### src/design/lwe_pkg.sv
`default_nettype none

package lwe_pkg;

   // datapath widths
   localparam int lane_w = 16;
   localparam int n_lanes = 2;
   localparam int word_w = lane_w * n_lanes;
   localparam int bytes_per_word = word_w / 8;
   localparam int byte_idx_w = $clog2(bytes_per_word);

   localparam int msg_shift = 6;  // message bit position inside a lane

   // flow control
   localparam int row_slots = 4;  // fifo depth and upstream row credits
   localparam int out_credits_init = 2;  // word credits held after reset
   localparam int credit_w = $clog2(out_credits_init + row_slots + 1);
   localparam int fifo_ptr_w = $clog2(row_slots);
   localparam int fifo_cnt_w = $clog2(row_slots + 1);

   // ternary secret, two's complement style
   typedef logic [1:0] secret_t;

   localparam secret_t sec_zero = 2'b00;
   localparam secret_t sec_plus = 2'b01;
   localparam secret_t sec_minus = 2'b11;
   localparam secret_t sec_bad = 2'b10;  // never legal on the bus

   typedef secret_t [n_lanes-1:0] secret_pair_t;  // one secret per lane

   // lane view for the arithmetic, byte view for the output stream
   typedef union packed {
      logic [n_lanes-1:0][lane_w-1:0] lane;
      logic [bytes_per_word-1:0][7:0] bytes;
   } lane_word_t;

endpackage

`default_nettype wire

### src/design/term_if.sv
`timescale 1ns/1ps
`default_nettype none

// one term per cycle, row data rides along with last
interface term_if import lwe_pkg::*; ();
   logic valid;
   lane_word_t a_word;  // coefficient lanes
   secret_pair_t s;
   logic last;  // closes the row
   lane_word_t b_word;  // only meaningful with last
   logic [n_lanes-1:0] msg;  // one message bit per lane, with last

   modport source (output valid, a_word, s, last, b_word, msg);
   modport sink (input valid, a_word, s, last, b_word, msg);
endinterface

`default_nettype wire

### src/design/inner_product.sv
`timescale 1ns/1ps
`default_nettype none

module inner_product import lwe_pkg::*; (
   input wire clk_100mhz,
   input wire sys_rst,
   term_if.sink term,
   output logic sum_valid,
   output lane_word_t sum_word
);

   lane_word_t prod_d;
   lane_word_t prod_q;
   logic prod_valid;
   logic prod_last;
   lane_word_t acc;
   lane_word_t acc_next;

   // ternary multiply is just a select
   always_comb begin
      for (int i = 0; i < n_lanes; i++) begin
         case (term.s[i])
            sec_plus: prod_d.lane[i] = term.a_word.lane[i];
            sec_minus: prod_d.lane[i] = -term.a_word.lane[i];  // wraps mod 2^16
            sec_zero: prod_d.lane[i] = '0;
            default: prod_d.lane[i] = '0;
         endcase
      end
   end

   // stage 1, registered products
   always_ff @(posedge clk_100mhz) begin
      if (sys_rst) begin
         prod_valid <= 1'b0;
         prod_last <= 1'b0;
      end else begin
         prod_valid <= term.valid;
         prod_last <= term.valid && term.last;
      end
   end

   always_ff @(posedge clk_100mhz) begin
      if (term.valid) prod_q <= prod_d;
   end

   always_comb begin
      for (int i = 0; i < n_lanes; i++) begin
         acc_next.lane[i] = acc.lane[i] + prod_q.lane[i];
      end
   end

   // stage 2, accumulate; the row-end sum leaves and acc restarts at zero
   always_ff @(posedge clk_100mhz) begin
      if (sys_rst) begin
         acc <= '0;
         sum_valid <= 1'b0;
      end else begin
         sum_valid <= prod_last;
         if (prod_valid) begin
            acc <= prod_last ? lane_word_t'('0) : acc_next;
         end
      end
   end

   always_ff @(posedge clk_100mhz) begin
      if (prod_last) sum_word <= acc_next;
   end

   // upstream must never drive the unused secret code
   for (genvar g = 0; g < n_lanes; g++) begin : g_secret_chk
      a_secret_legal: assert property (
         @(posedge clk_100mhz) disable iff (sys_rst)
         term.valid |-> term.s[g] != sec_bad
      ) else $error("illegal secret code on lane %0d", g);
   end

endmodule

`default_nettype wire

### src/design/message_encoder.sv
`timescale 1ns/1ps
`default_nettype none

module message_encoder import lwe_pkg::*; (
   input wire clk_100mhz,
   input wire sys_rst,
   term_if.sink term,
   output logic bias_valid,
   output lane_word_t bias_word
);

   lane_word_t bias_d;
   lane_word_t bias_q;
   logic bias_q_valid;

   // b + (m << 6), per lane
   always_comb begin
      for (int i = 0; i < n_lanes; i++) begin
         bias_d.lane[i] = term.b_word.lane[i] + (lane_w'(term.msg[i]) << msg_shift);
      end
   end

   always_ff @(posedge clk_100mhz) begin
      if (sys_rst) begin
         bias_q_valid <= 1'b0;
         bias_valid <= 1'b0;
      end else begin
         bias_q_valid <= term.valid && term.last;
         bias_valid <= bias_q_valid;  // second stage matches the mac latency
      end
   end

   always_ff @(posedge clk_100mhz) begin
      if (term.valid && term.last) bias_q <= bias_d;
      if (bias_q_valid) bias_word <= bias_q;
   end

endmodule

`default_nettype wire

### src/design/cipher_combiner.sv
`timescale 1ns/1ps
`default_nettype none

module cipher_combiner import lwe_pkg::*; (
   input wire clk_100mhz,
   input wire sys_rst,
   input wire sum_valid,
   input wire lane_word_t sum_word,
   input wire bias_valid,
   input wire lane_word_t bias_word,
   input wire pop,
   output logic not_empty,
   output lane_word_t head_word
);

   lane_word_t mem [row_slots];
   lane_word_t cipher;
   logic [fifo_ptr_w-1:0] wr_ptr;
   logic [fifo_ptr_w-1:0] rd_ptr;
   logic [fifo_cnt_w-1:0] count;
   logic push;
   logic full;

   function automatic logic [fifo_ptr_w-1:0] ptr_inc(input logic [fifo_ptr_w-1:0] ptr);
      if (ptr == fifo_ptr_w'(row_slots - 1)) begin
         return '0;
      end
      return ptr + fifo_ptr_w'(1);
   endfunction

   // ciphertext lane = <a,s> + b + m*64
   always_comb begin
      for (int i = 0; i < n_lanes; i++) begin
         cipher.lane[i] = sum_word.lane[i] + bias_word.lane[i];
      end
   end

   assign push = sum_valid && bias_valid;
   assign full = (count == fifo_cnt_w'(row_slots));
   assign not_empty = (count != '0);
   assign head_word = mem[rd_ptr];  // show-ahead read

   always_ff @(posedge clk_100mhz) begin
      if (push) mem[wr_ptr] <= cipher;
   end

   always_ff @(posedge clk_100mhz) begin
      if (sys_rst) begin
         wr_ptr <= '0;
         rd_ptr <= '0;
         count <= '0;
      end else begin
         if (push) begin
            wr_ptr <= ptr_inc(wr_ptr);
         end
         if (pop) begin
            rd_ptr <= ptr_inc(rd_ptr);
         end
         count <= count + fifo_cnt_w'(push) - fifo_cnt_w'(pop);
      end
   end

   // both partial results come from the same last term
   a_partials_aligned: assert property (
      @(posedge clk_100mhz) disable iff (sys_rst)
      sum_valid == bias_valid
   ) else $error("sum and bias out of step");

   // row credits bound the rows in flight to the fifo depth
   a_no_overflow: assert property (
      @(posedge clk_100mhz) disable iff (sys_rst)
      push |-> !full
   ) else $error("push into full ciphertext fifo");

endmodule

`default_nettype wire

### src/design/byte_serializer.sv
`timescale 1ns/1ps
`default_nettype none

module byte_serializer import lwe_pkg::*; (
   input wire clk_100mhz,
   input wire sys_rst,
   input wire not_empty,
   input wire lane_word_t head_word,
   input wire out_credit,
   output logic pop,
   output logic in_credit,
   output logic out_valid,
   output logic [7:0] out_byte
);

   logic [credit_w-1:0] credits;  // word credits from the sink
   logic [byte_idx_w-1:0] idx;  // zero when idle or on the last byte
   lane_word_t word_q;

   // idx is zero while idle and during the last byte, so words go back to back
   assign pop = not_empty && (credits != '0) && (idx == '0);

   always_ff @(posedge clk_100mhz) begin
      if (sys_rst) begin
         credits <= credit_w'(out_credits_init);
         idx <= '0;
         out_valid <= 1'b0;
         out_byte <= '0;
         in_credit <= 1'b0;
      end else begin
         credits <= credits + credit_w'(out_credit) - credit_w'(pop);
         in_credit <= pop;  // freed fifo slot goes back as a row credit
         if (pop) begin
            out_valid <= 1'b1;
            out_byte <= head_word.bytes[0];  // lane 0 low byte first
            idx <= byte_idx_w'(1);
         end else if (idx != '0) begin
            out_byte <= word_q.bytes[idx];
            idx <= (idx == byte_idx_w'(bytes_per_word - 1)) ? '0 : idx + byte_idx_w'(1);
         end else begin
            out_valid <= 1'b0;
         end
      end
   end

   always_ff @(posedge clk_100mhz) begin
      if (pop) word_q <= head_word;
   end

   // sink may not grant more than it can hold plus the rows in flight
   a_credit_bound: assert property (
      @(posedge clk_100mhz) disable iff (sys_rst)
      credits <= credit_w'(out_credits_init + row_slots)
   ) else $error("word credit count above bound: %0d", credits);

endmodule

`default_nettype wire

### src/design/lwe_enc_top.sv
`timescale 1ns/1ps
`default_nettype none

module lwe_enc_top import lwe_pkg::*; (
   input wire clk_100mhz,
   input wire sys_rst,
   input wire in_valid,
   input wire [word_w-1:0] in_a_word,
   input wire secret_pair_t in_s,
   input wire in_last,
   input wire [word_w-1:0] in_b_word,
   input wire [n_lanes-1:0] in_msg,
   output logic in_credit,
   output logic out_valid,
   output logic [7:0] out_byte,
   input wire out_credit
);

   logic sum_valid;
   lane_word_t sum_word;
   logic bias_valid;
   lane_word_t bias_word;
   logic not_empty;
   lane_word_t head_word;
   logic pop;

   term_if term_bus ();

   // no ready, every valid term is taken
   assign term_bus.valid = in_valid;
   assign term_bus.a_word = in_a_word;
   assign term_bus.s = in_s;
   assign term_bus.last = in_last;
   assign term_bus.b_word = in_b_word;
   assign term_bus.msg = in_msg;

   inner_product inner_product_inst (
      .clk_100mhz(clk_100mhz),
      .sys_rst(sys_rst),
      .term(term_bus.sink),
      .sum_valid(sum_valid),
      .sum_word(sum_word)
   );

   message_encoder message_encoder_inst (
      .clk_100mhz(clk_100mhz),
      .sys_rst(sys_rst),
      .term(term_bus.sink),
      .bias_valid(bias_valid),
      .bias_word(bias_word)
   );

   cipher_combiner cipher_combiner_inst (
      .clk_100mhz(clk_100mhz),
      .sys_rst(sys_rst),
      .sum_valid(sum_valid),
      .sum_word(sum_word),
      .bias_valid(bias_valid),
      .bias_word(bias_word),
      .pop(pop),
      .not_empty(not_empty),
      .head_word(head_word)
   );

   byte_serializer byte_serializer_inst (
      .clk_100mhz(clk_100mhz),
      .sys_rst(sys_rst),
      .not_empty(not_empty),
      .head_word(head_word),
      .out_credit(out_credit),
      .pop(pop),
      .in_credit(in_credit),
      .out_valid(out_valid),
      .out_byte(out_byte)
   );

endmodule

`default_nettype wire

### config.mk
export PLATFORM = sky130hd
export DESIGN_NAME = lwe_enc_top
export DESIGN_NICKNAME = d
export VERILOG_FILES = /design/src/design/lwe_pkg.sv /design/src/design/term_if.sv /design/src/design/inner_product.sv /design/src/design/message_encoder.sv /design/src/design/cipher_combiner.sv /design/src/design/byte_serializer.sv /design/src/design/lwe_enc_top.sv
export SDC_FILE = /design/constraint.sdc
export NUM_CORES = 1
export LEC_CHECK = 0
export ABC_CLOCK_PERIOD_IN_PS = 3600
export BUFFER_PORTS_ARGS = -buffer_cell sky130_fd_sc_hd__buf_2
export CAP_MARGIN = 40
export CORE_MARGIN = 2
export CORE_UTILIZATION = 40
export DETAILED_ROUTE_END_ITERATION = 6
export PLACE_DENSITY = 0.59
export SYNTH_ARGS = -nofsm -noshare
export SYNTH_HDL_FRONTEND = slang
export SYNTH_HIERARCHICAL = 1
export SYNTH_SLANG_ARGS = --single-unit
### constraint.sdc
create_clock -name clk_100mhz -period 3.6 [get_ports clk_100mhz]
set_input_delay 0.72 -clock clk_100mhz [delete_from_list [all_inputs] [get_ports clk_100mhz]]
set_output_delay 0.72 -clock clk_100mhz [all_outputs]
set_load 0.1 [all_outputs]
==> metrics.yaml, run 1 <==
status: "complete, no violations"
postCtsSetupRepairBufs: 0
critPathMaxFanout: 7
dp_cells: 1672
whs_ns: 0.372
start_util: 0.407
drv_slew: 0
ios: 85
setup_viol: 0
grt_overflow: 0
die_height_um: 203
synth_cell_types: 72
peakVddDrop_mv: 0.292
antenna_left: 0
cts_tree: "built"
finalNetCount: 1353
drive_gt1_frac: 0.186
fill_cells: 3412
routed_wl_mm: 28.5
design_power_total_mw: 11.5
core_area_um2: 38800
netlist_top_cells_count: "edfxtp_1 (288), xnor2_1 (81), ha_1 (78)"
yosysSeqAreaShare: 0.624
dieArea_um2: 41100
clkSinkCount: 349
cts.reportedPaths.clkPinSlew_ns: 0.06
setup_slack_ns: 0.810
drt-initial-drc-count: 468
ys.flop_type: "edfxtp_1"
grt_setup_unrepaired: "false"
fin_util: 0.468
hold_violations: 0
synth_top_area_frac: 0.547
clock_power_share: 0.340
grt_pass1_vias: 8852
synthArstFlopShare: 0
fin_cells: 1743
dpl.hpwl_mm: 19.7
drc: 0
seq_power_share: 0.453
worst-slew-pin-transition_ns: 0.622
grt_first_pass_wirelength_mm: 46.4
yosys.area.top_type: "edfxtp_1"
vias: 8685
cp-start-kind: "register"
arrival_ns: 3.05
period_share: 0.775
ys_seq_elements: 349
tns_ns: 0
placed_area_um2: 16900
fp.dieW_um: 203
fmax_ghz: 0.358
hold_path_class: "in2reg"
power_switching_mw: 3.15
portBuffers: 84
min_period_ns: 2.79
syn-mean-instance-area_um2: 14.7
syn_inst: 1079
required_ns: 3.86
p_leak_nw: 6.61
dr.pass1.iters: 5
root_buffer: "clkbuf_16"
dp_slack_ns: 0.623
cap_viol_max_count: 0
power_switching_share: 0.275
path_class: "reg2reg"
power_density_nw_per_um2: 632
wl_per_cell_um: 16.4
num_rows: 72
postLayoutCellArea_um2: 18200
clockBufferDepth: 3
antenna_found_initial: 1
grt_usage: 0.141
ctsResizeCount: 0
synth-edff-count: 288
syn_nets: 1238
postCtsHoldBufs: 0
end_kind: "register"
finClkSkew_ns: 0.0188
numCtsBuffers: 38
relSlewSlack: 0.585
syn_area_um2: 15800
synth.yosys.warnings: 6
internal_power_mw: 8.33
synth_area_leaders: "edfxtp_1 (55%), dfxtp_1 (7.7%), ha_1 (6.2%)"
cts.htree.levels: 2
insertion_delay_ns: 0.52
grt_max_degree: 39
area_delta_synth_final_pct: 14.9
gp_congestion: 0.885
synth_most_common_cell: "edfxtp_1"
viasPerCell: 4.98
combPwrFrac: 0.208
[power groups by stage]
| stage | Clock (mW) | Sequential (mW) | Combinational [mW] |
|---|---|---|---|
| final | 3.90 | 5.19 | 2.38 |
| after detailed placement | 0 | 5.29 | 2.42 |
| after global placement | 0 | 5.28 | 2.37 |
| after CTS | 3.99 | 5.21 | 2.42 |
| after global routing | 4.15 | 5.24 | 2.64 |
| after floorplan | 0 | 5.50 | 1.60 |
[state kept, by name, indices dropped and copies added, names as in the netlist, 3 cells and up, named ones only]
signal,flops
byte_serializer_inst/credits,3
byte_serializer_inst/out_byte,8
byte_serializer_inst/word_q,32
cipher_combiner_inst/count,3
cipher_combiner_inst/mem,128
inner_product_inst/acc,32
inner_product_inst/prod_q,32
inner_product_inst/sum_word,32
message_encoder_inst/bias_q,32
message_encoder_inst/bias_word,32
[critical path: stages (launching register included)]
cell and delay (ns):
edfxtp_1 0.37, ha_1 0.40, a2111oi_0 0.54, o21ai_0 0.29, a31oi_1 0.36, o21ai_0 0.19
xnor2_1 0.30, xnor2_1 0.10
[path summary, 6_finish.rpt]
check                                            from                                     endpoint  slack [ns]  cells after the start
max            inner_product_inst/prod_q[6]$_DFFE_PP_    inner_product_inst/sum_word[15]$_DFFE_PP_        0.81                      7
min                                     in_b_word[17]    message_encoder_inst/bias_q[17]$_DFFE_PP_        0.37                      1
max reg2reg    inner_product_inst/prod_q[6]$_DFFE_PP_    inner_product_inst/sum_word[15]$_DFFE_PP_        0.81                      7
min reg2reg  message_encoder_inst/bias_q[9]$_DFFE_PP_  message_encoder_inst/bias_word[9]$_DFFE_PP_        0.41                      0
[kinds of logic (layout without fill, tap and decap cells)]
family	Yosys count	after routing	share of synthesized area
flops	349	349	0.624
compound gates	221	221	0.0950
simple gates	211	211	0.0749
xor+xnor	104	104	0.0576
fa+ha+maj	84	84	0.0693
mux	60	60	0.0646
buf+inv	50	195	0.0143
other cells	0	1	0
[cell type report]
| cell class | instances | area [um^2] | share of cell area |
|---|---|---|---|
| diodes | 1 | 2.50 | 0.000138 |
| repair buffers | 103 | 563 | 0.0310 |
| clock buffers | 56 | 1130 | 0.0623 |
| clock inverters | 14 | 146 | 0.00806 |
| inverters | 22 | 82.6 | 0.00455 |
| flip-flops and latches | 349 | 9870 | 0.544 |
| well taps | 518 | 648 | 0.0357 |
| multi-input cells | 680 | 5720 | 0.315 |
[metal layers]
layer	track usage	part of all wire	up-vias
li1	-	-	4361
met2	0.229	0.46	127
met3	0.0239	0.034	47
met4	0.0422	0.020	0
met5	0	0	-
met1	0.196	0.48	4150
[cell usage in the layout (no fill, tap or decap), types with 6 or more instances in the layout]
master,count
o21a_1,6
o21ai_0,34
nand2_1,38
buf_4,19
o31ai_1,7
a21oi_1,65
clkbuf_16,41
nand3_1,18
xor2_1,23
and3_1,10
nand2b_1,15
nor2_1,32
mux4_2,32
buf_2,84
a21o_1,22
clkbuf_1,10
edfxtp_1,288
and2_1,35
ha_1,78
inv_1,22
mux2_2,9
fa_1,6
a211oi_1,15
dfxtp_1,60
xnor2_1,81
o22ai_1,9
nand4_1,6
a22o_1,17
nor2b_1,23
mux2i_1,12
a31oi_1,6
mux2_1,7
(Power assumes the default switching activity.)
==> run 2: changes to the inputs <==
- ABC_AREA: not set -> 1
- ABC_CLOCK_PERIOD_IN_PS: 3600 -> 2800
- clock period: 3.6 -> 2.8 ns (I/O delays scaled with it)
==> run 2 against run 1 <==
First-iteration DRC count increased by 53%. Cell count is 46% higher. Clock-buffer cell count shrank 1. Worst hold slack got worse by 0.18 ns. Sequential share of layout area decreased by 4.7 points. Utilization decreased by 0.73 points. Total power increased by 32%. Setup slack worse by 0.43 ns. Register-to-register slack worse by 0.43 ns. Largest cell class unchanged.
==> metrics.yaml, run 2 <==
status: "complete, no violations"
ctsResizeCount: 0  # unchanged
numCtsBuffers: 38  # unchanged
clockBufferDepth: 3  # unchanged
ios: 85  # unchanged
finClkSkew_ns: 0.0150  # -0.00380 ns
top_usage_layer: "met2"
cts_tree: "built"
grt_setup_unrepaired: "false"
cts.reportedPaths.clkPinSlew_ns: 0.06  # about the same
min_period_ns: 2.42  # -0.373 ns
drt-initial-drc-count: 716  # +53%
cap_viol_max_count: 0  # unchanged
grt_use_met1: 0.209  # +0.0135
core_area_um2: 43200  # +11%
synth_top_area_frac: 0.494  # -0.0534
area_delta_synth_final_pct: 13.5
wl_per_cell_um: 13.6  # -17%
start_util: 0.406  # -0.00139
hold_start: "in_b_word[1]"
relSlewSlack: 0.562  # -0.0232
cp-start-kind: "register"
drive_gt1_frac: 0.137  # -0.0492
vias: 12000  # +38%
grt_pass1_vias: 11500  # +30%
num_rows: 76  # +5.6%
postCtsSetupRepairBufs: 0  # unchanged
grt_max_degree: 65  # +67%
grt_overflow: 0  # unchanged
end_kind: "register"
drc: 0  # unchanged
viasPerCell: 4.72  # -5.3%
required_ns: 3.26  # -0.60 ns
postCtsHoldBufs: 0  # unchanged
worst-slew-pin-transition_ns: 0.657  # +0.0349 ns
antenna_left: 0  # unchanged
fp.dieW_um: 213  # +5.2%
dr.pass1.iters: 5  # unchanged
antenna_found_initial: 0  # -1
root_buffer: "clkbuf_16"
dieArea_um2: 45500  # +11%
r2r_start: "cipher_combiner_inst/count[1]$_SDFF_PP0_"
period_share: 0.863  # +0.0884
yosys.area.top_type: "edfxtp_1"
synth_most_common_cell: "nand2_1"
largest_register_ffs: 128  # unchanged
use_met2: 0.263  # +0.0343
design_power_total_mw: 15.1  # +32%
n_antenna_cell: 0  # -1
tns_ns: 0  # unchanged
synthArstFlopShare: 0  # unchanged
fmax_ghz: 0.414  # +15%
regMostFlops: "cipher_combiner_inst/mem"
dpl.hpwl_mm: 24.5  # +25%
clkSinkCount: 349  # unchanged
peakVddDrop_mv: 0.502  # +72%
gp_congestion: 0.876  # -1.1%
syn_inst: 1833  # +70%
grt_usage: 0.157  # +0.0157
final_cell_mix: "nand2_1 (457), edfxtp_1 (288), inv_1 (248)"
ys.flop_type: "edfxtp_1"
gr-usage-met3: 0.0243  # +0.000352
setup_slack_ns: 0.383  # -0.427 ns
yosysSeqAreaShare: 0.563  # -0.0609
drv_slew: 0  # unchanged
routed_wl_mm: 34.6  # +21%
ys_seq_elements: 349  # unchanged
hold_path_class: "in2reg"
syn_area_um2: 17500  # +11%
grt_first_pass_wirelength_mm: 56.8  # +22%
cts.htree.levels: 2  # unchanged
path_class: "reg2reg"
insertion_delay_ns: 0.54  # +0.02 ns
synth_cell_types: 50  # -31%
power_density_nw_per_um2: 760  # +20%
critPathMaxFanout: 10  # +3
syn_nets: 1992  # +61%
synth_area_leaders: "edfxtp_1 (49%), nand2_1 (9.8%), dfxtp_1 (7.0%)"
setup_viol: 0  # unchanged
die_height_um: 213  # +5.2%
final_common_cell: "nand2_1"
netlist_top_cells_count: "nand2_1 (457), edfxtp_1 (288), inv_1 (249)"
finalNetCount: 2093  # +55%
critPathLaunch: "cipher_combiner_inst/count[1]$_SDFF_PP0_"
arrival_ns: 2.88  # -0.17 ns
syn-mean-instance-area_um2: 9.56  # -35%
portBuffers: 84  # unchanged
dp_slack_ns: 0.384  # -0.240 ns
p_leak_nw: 8.58  # +30%
hold_violations: 0  # unchanged
synth-edff-count: 288  # unchanged
synth.yosys.warnings: 6  # unchanged
[run 2: changes by cell type in the layout (fill, tap and decap cells not counted), sizes merged, moves of 27 or more]
cell / change
o21ai: +56
nor2: +131
a21oi: +27
nand2: +448
inv: +240
xnor2: -72
nand3: +88
mux4: -32
[run 2: final cells by class]
type	instances	area, um^2
Clock buffer	55	1140
Clock inverter	13	103
Timing Repair Buffer	102	556
Tap cell	585	732
Inverter	263	998
Multi-Input combinational cell	1180	6480
Sequential cell	349	9870
Fill cell	4098	23300
[run 2: critical path, stage by stage (launching register included)]
cell,delay (ns)
dfxtp_1,0.33
or3_1,0.54
nand3_4,0.19
clkinvlp_4,0.14
ha_4,0.22
inv_1,0.05
ha_1,0.13
inv_1,0.05
fa_2,0.33
xor2_1,0.18
o21ai_1,0.07
a21oi_1,0.12
[run 2: logic make-up (layout without fill, tap and decap cells)]
group / Yosys count / count (layout) / synth area share
AO/OA/AOI/OAI: 224 / 224 / 0.0697
XOR/XNOR: 43 / 43 / 0.0249
adder cells (fa/ha/maj): 84 / 84 / 0.0626
AND/OR/NAND/NOR: 829 / 829 / 0.210
buffers and inverters: 304 / 433 / 0.0699
flip-flops: 349 / 349 / 0.563
[run 2: through the flow]
| step | instances | utilization | hold slack, ns | instance area, um^2 |
|---|---|---|---|---|
| floorplan | 1833 | - | 0.400 | 17600 |
| global placement | 2479 | 0.432 | 0.404 | 18600 |
| detailed placement | 2479 | 0.432 | 0.405 | 18600 |
| CTS | 2547 | 0.460 | 0.163 | 19900 |
| global route | 2547 | 0.460 | 0.177 | 19900 |
| finish | 2547 | 0.460 | 0.193 | 19900 |
[run 2: routing by layer]
layer,part of all wire,wire length [um]
met1,0.47,16300
met2,0.47,16200
met3,0.040,1380
met4,0.020,694
met5,0,0
[run 2: final timing paths]
path | end | slack (ns) | cells after the start
max reg2reg | byte_serializer_inst/credits[2]$_SDFF_PP0_ | 0.38 | 11
min | message_encoder_inst/bias_q[1]$_DFFE_PP_ | 0.19 | 1
min reg2reg | message_encoder_inst/bias_word[22]$_DFFE_PP_ | 0.41 | 0
max | byte_serializer_inst/credits[2]$_SDFF_PP0_ | 0.38 | 11
[run 2: power by group]
part | internal (mW) | switching [mW]
Combinational | 1.10 | 2.49
Sequential | 6.39 | 0.212
Clock | 2.93 | 1.98
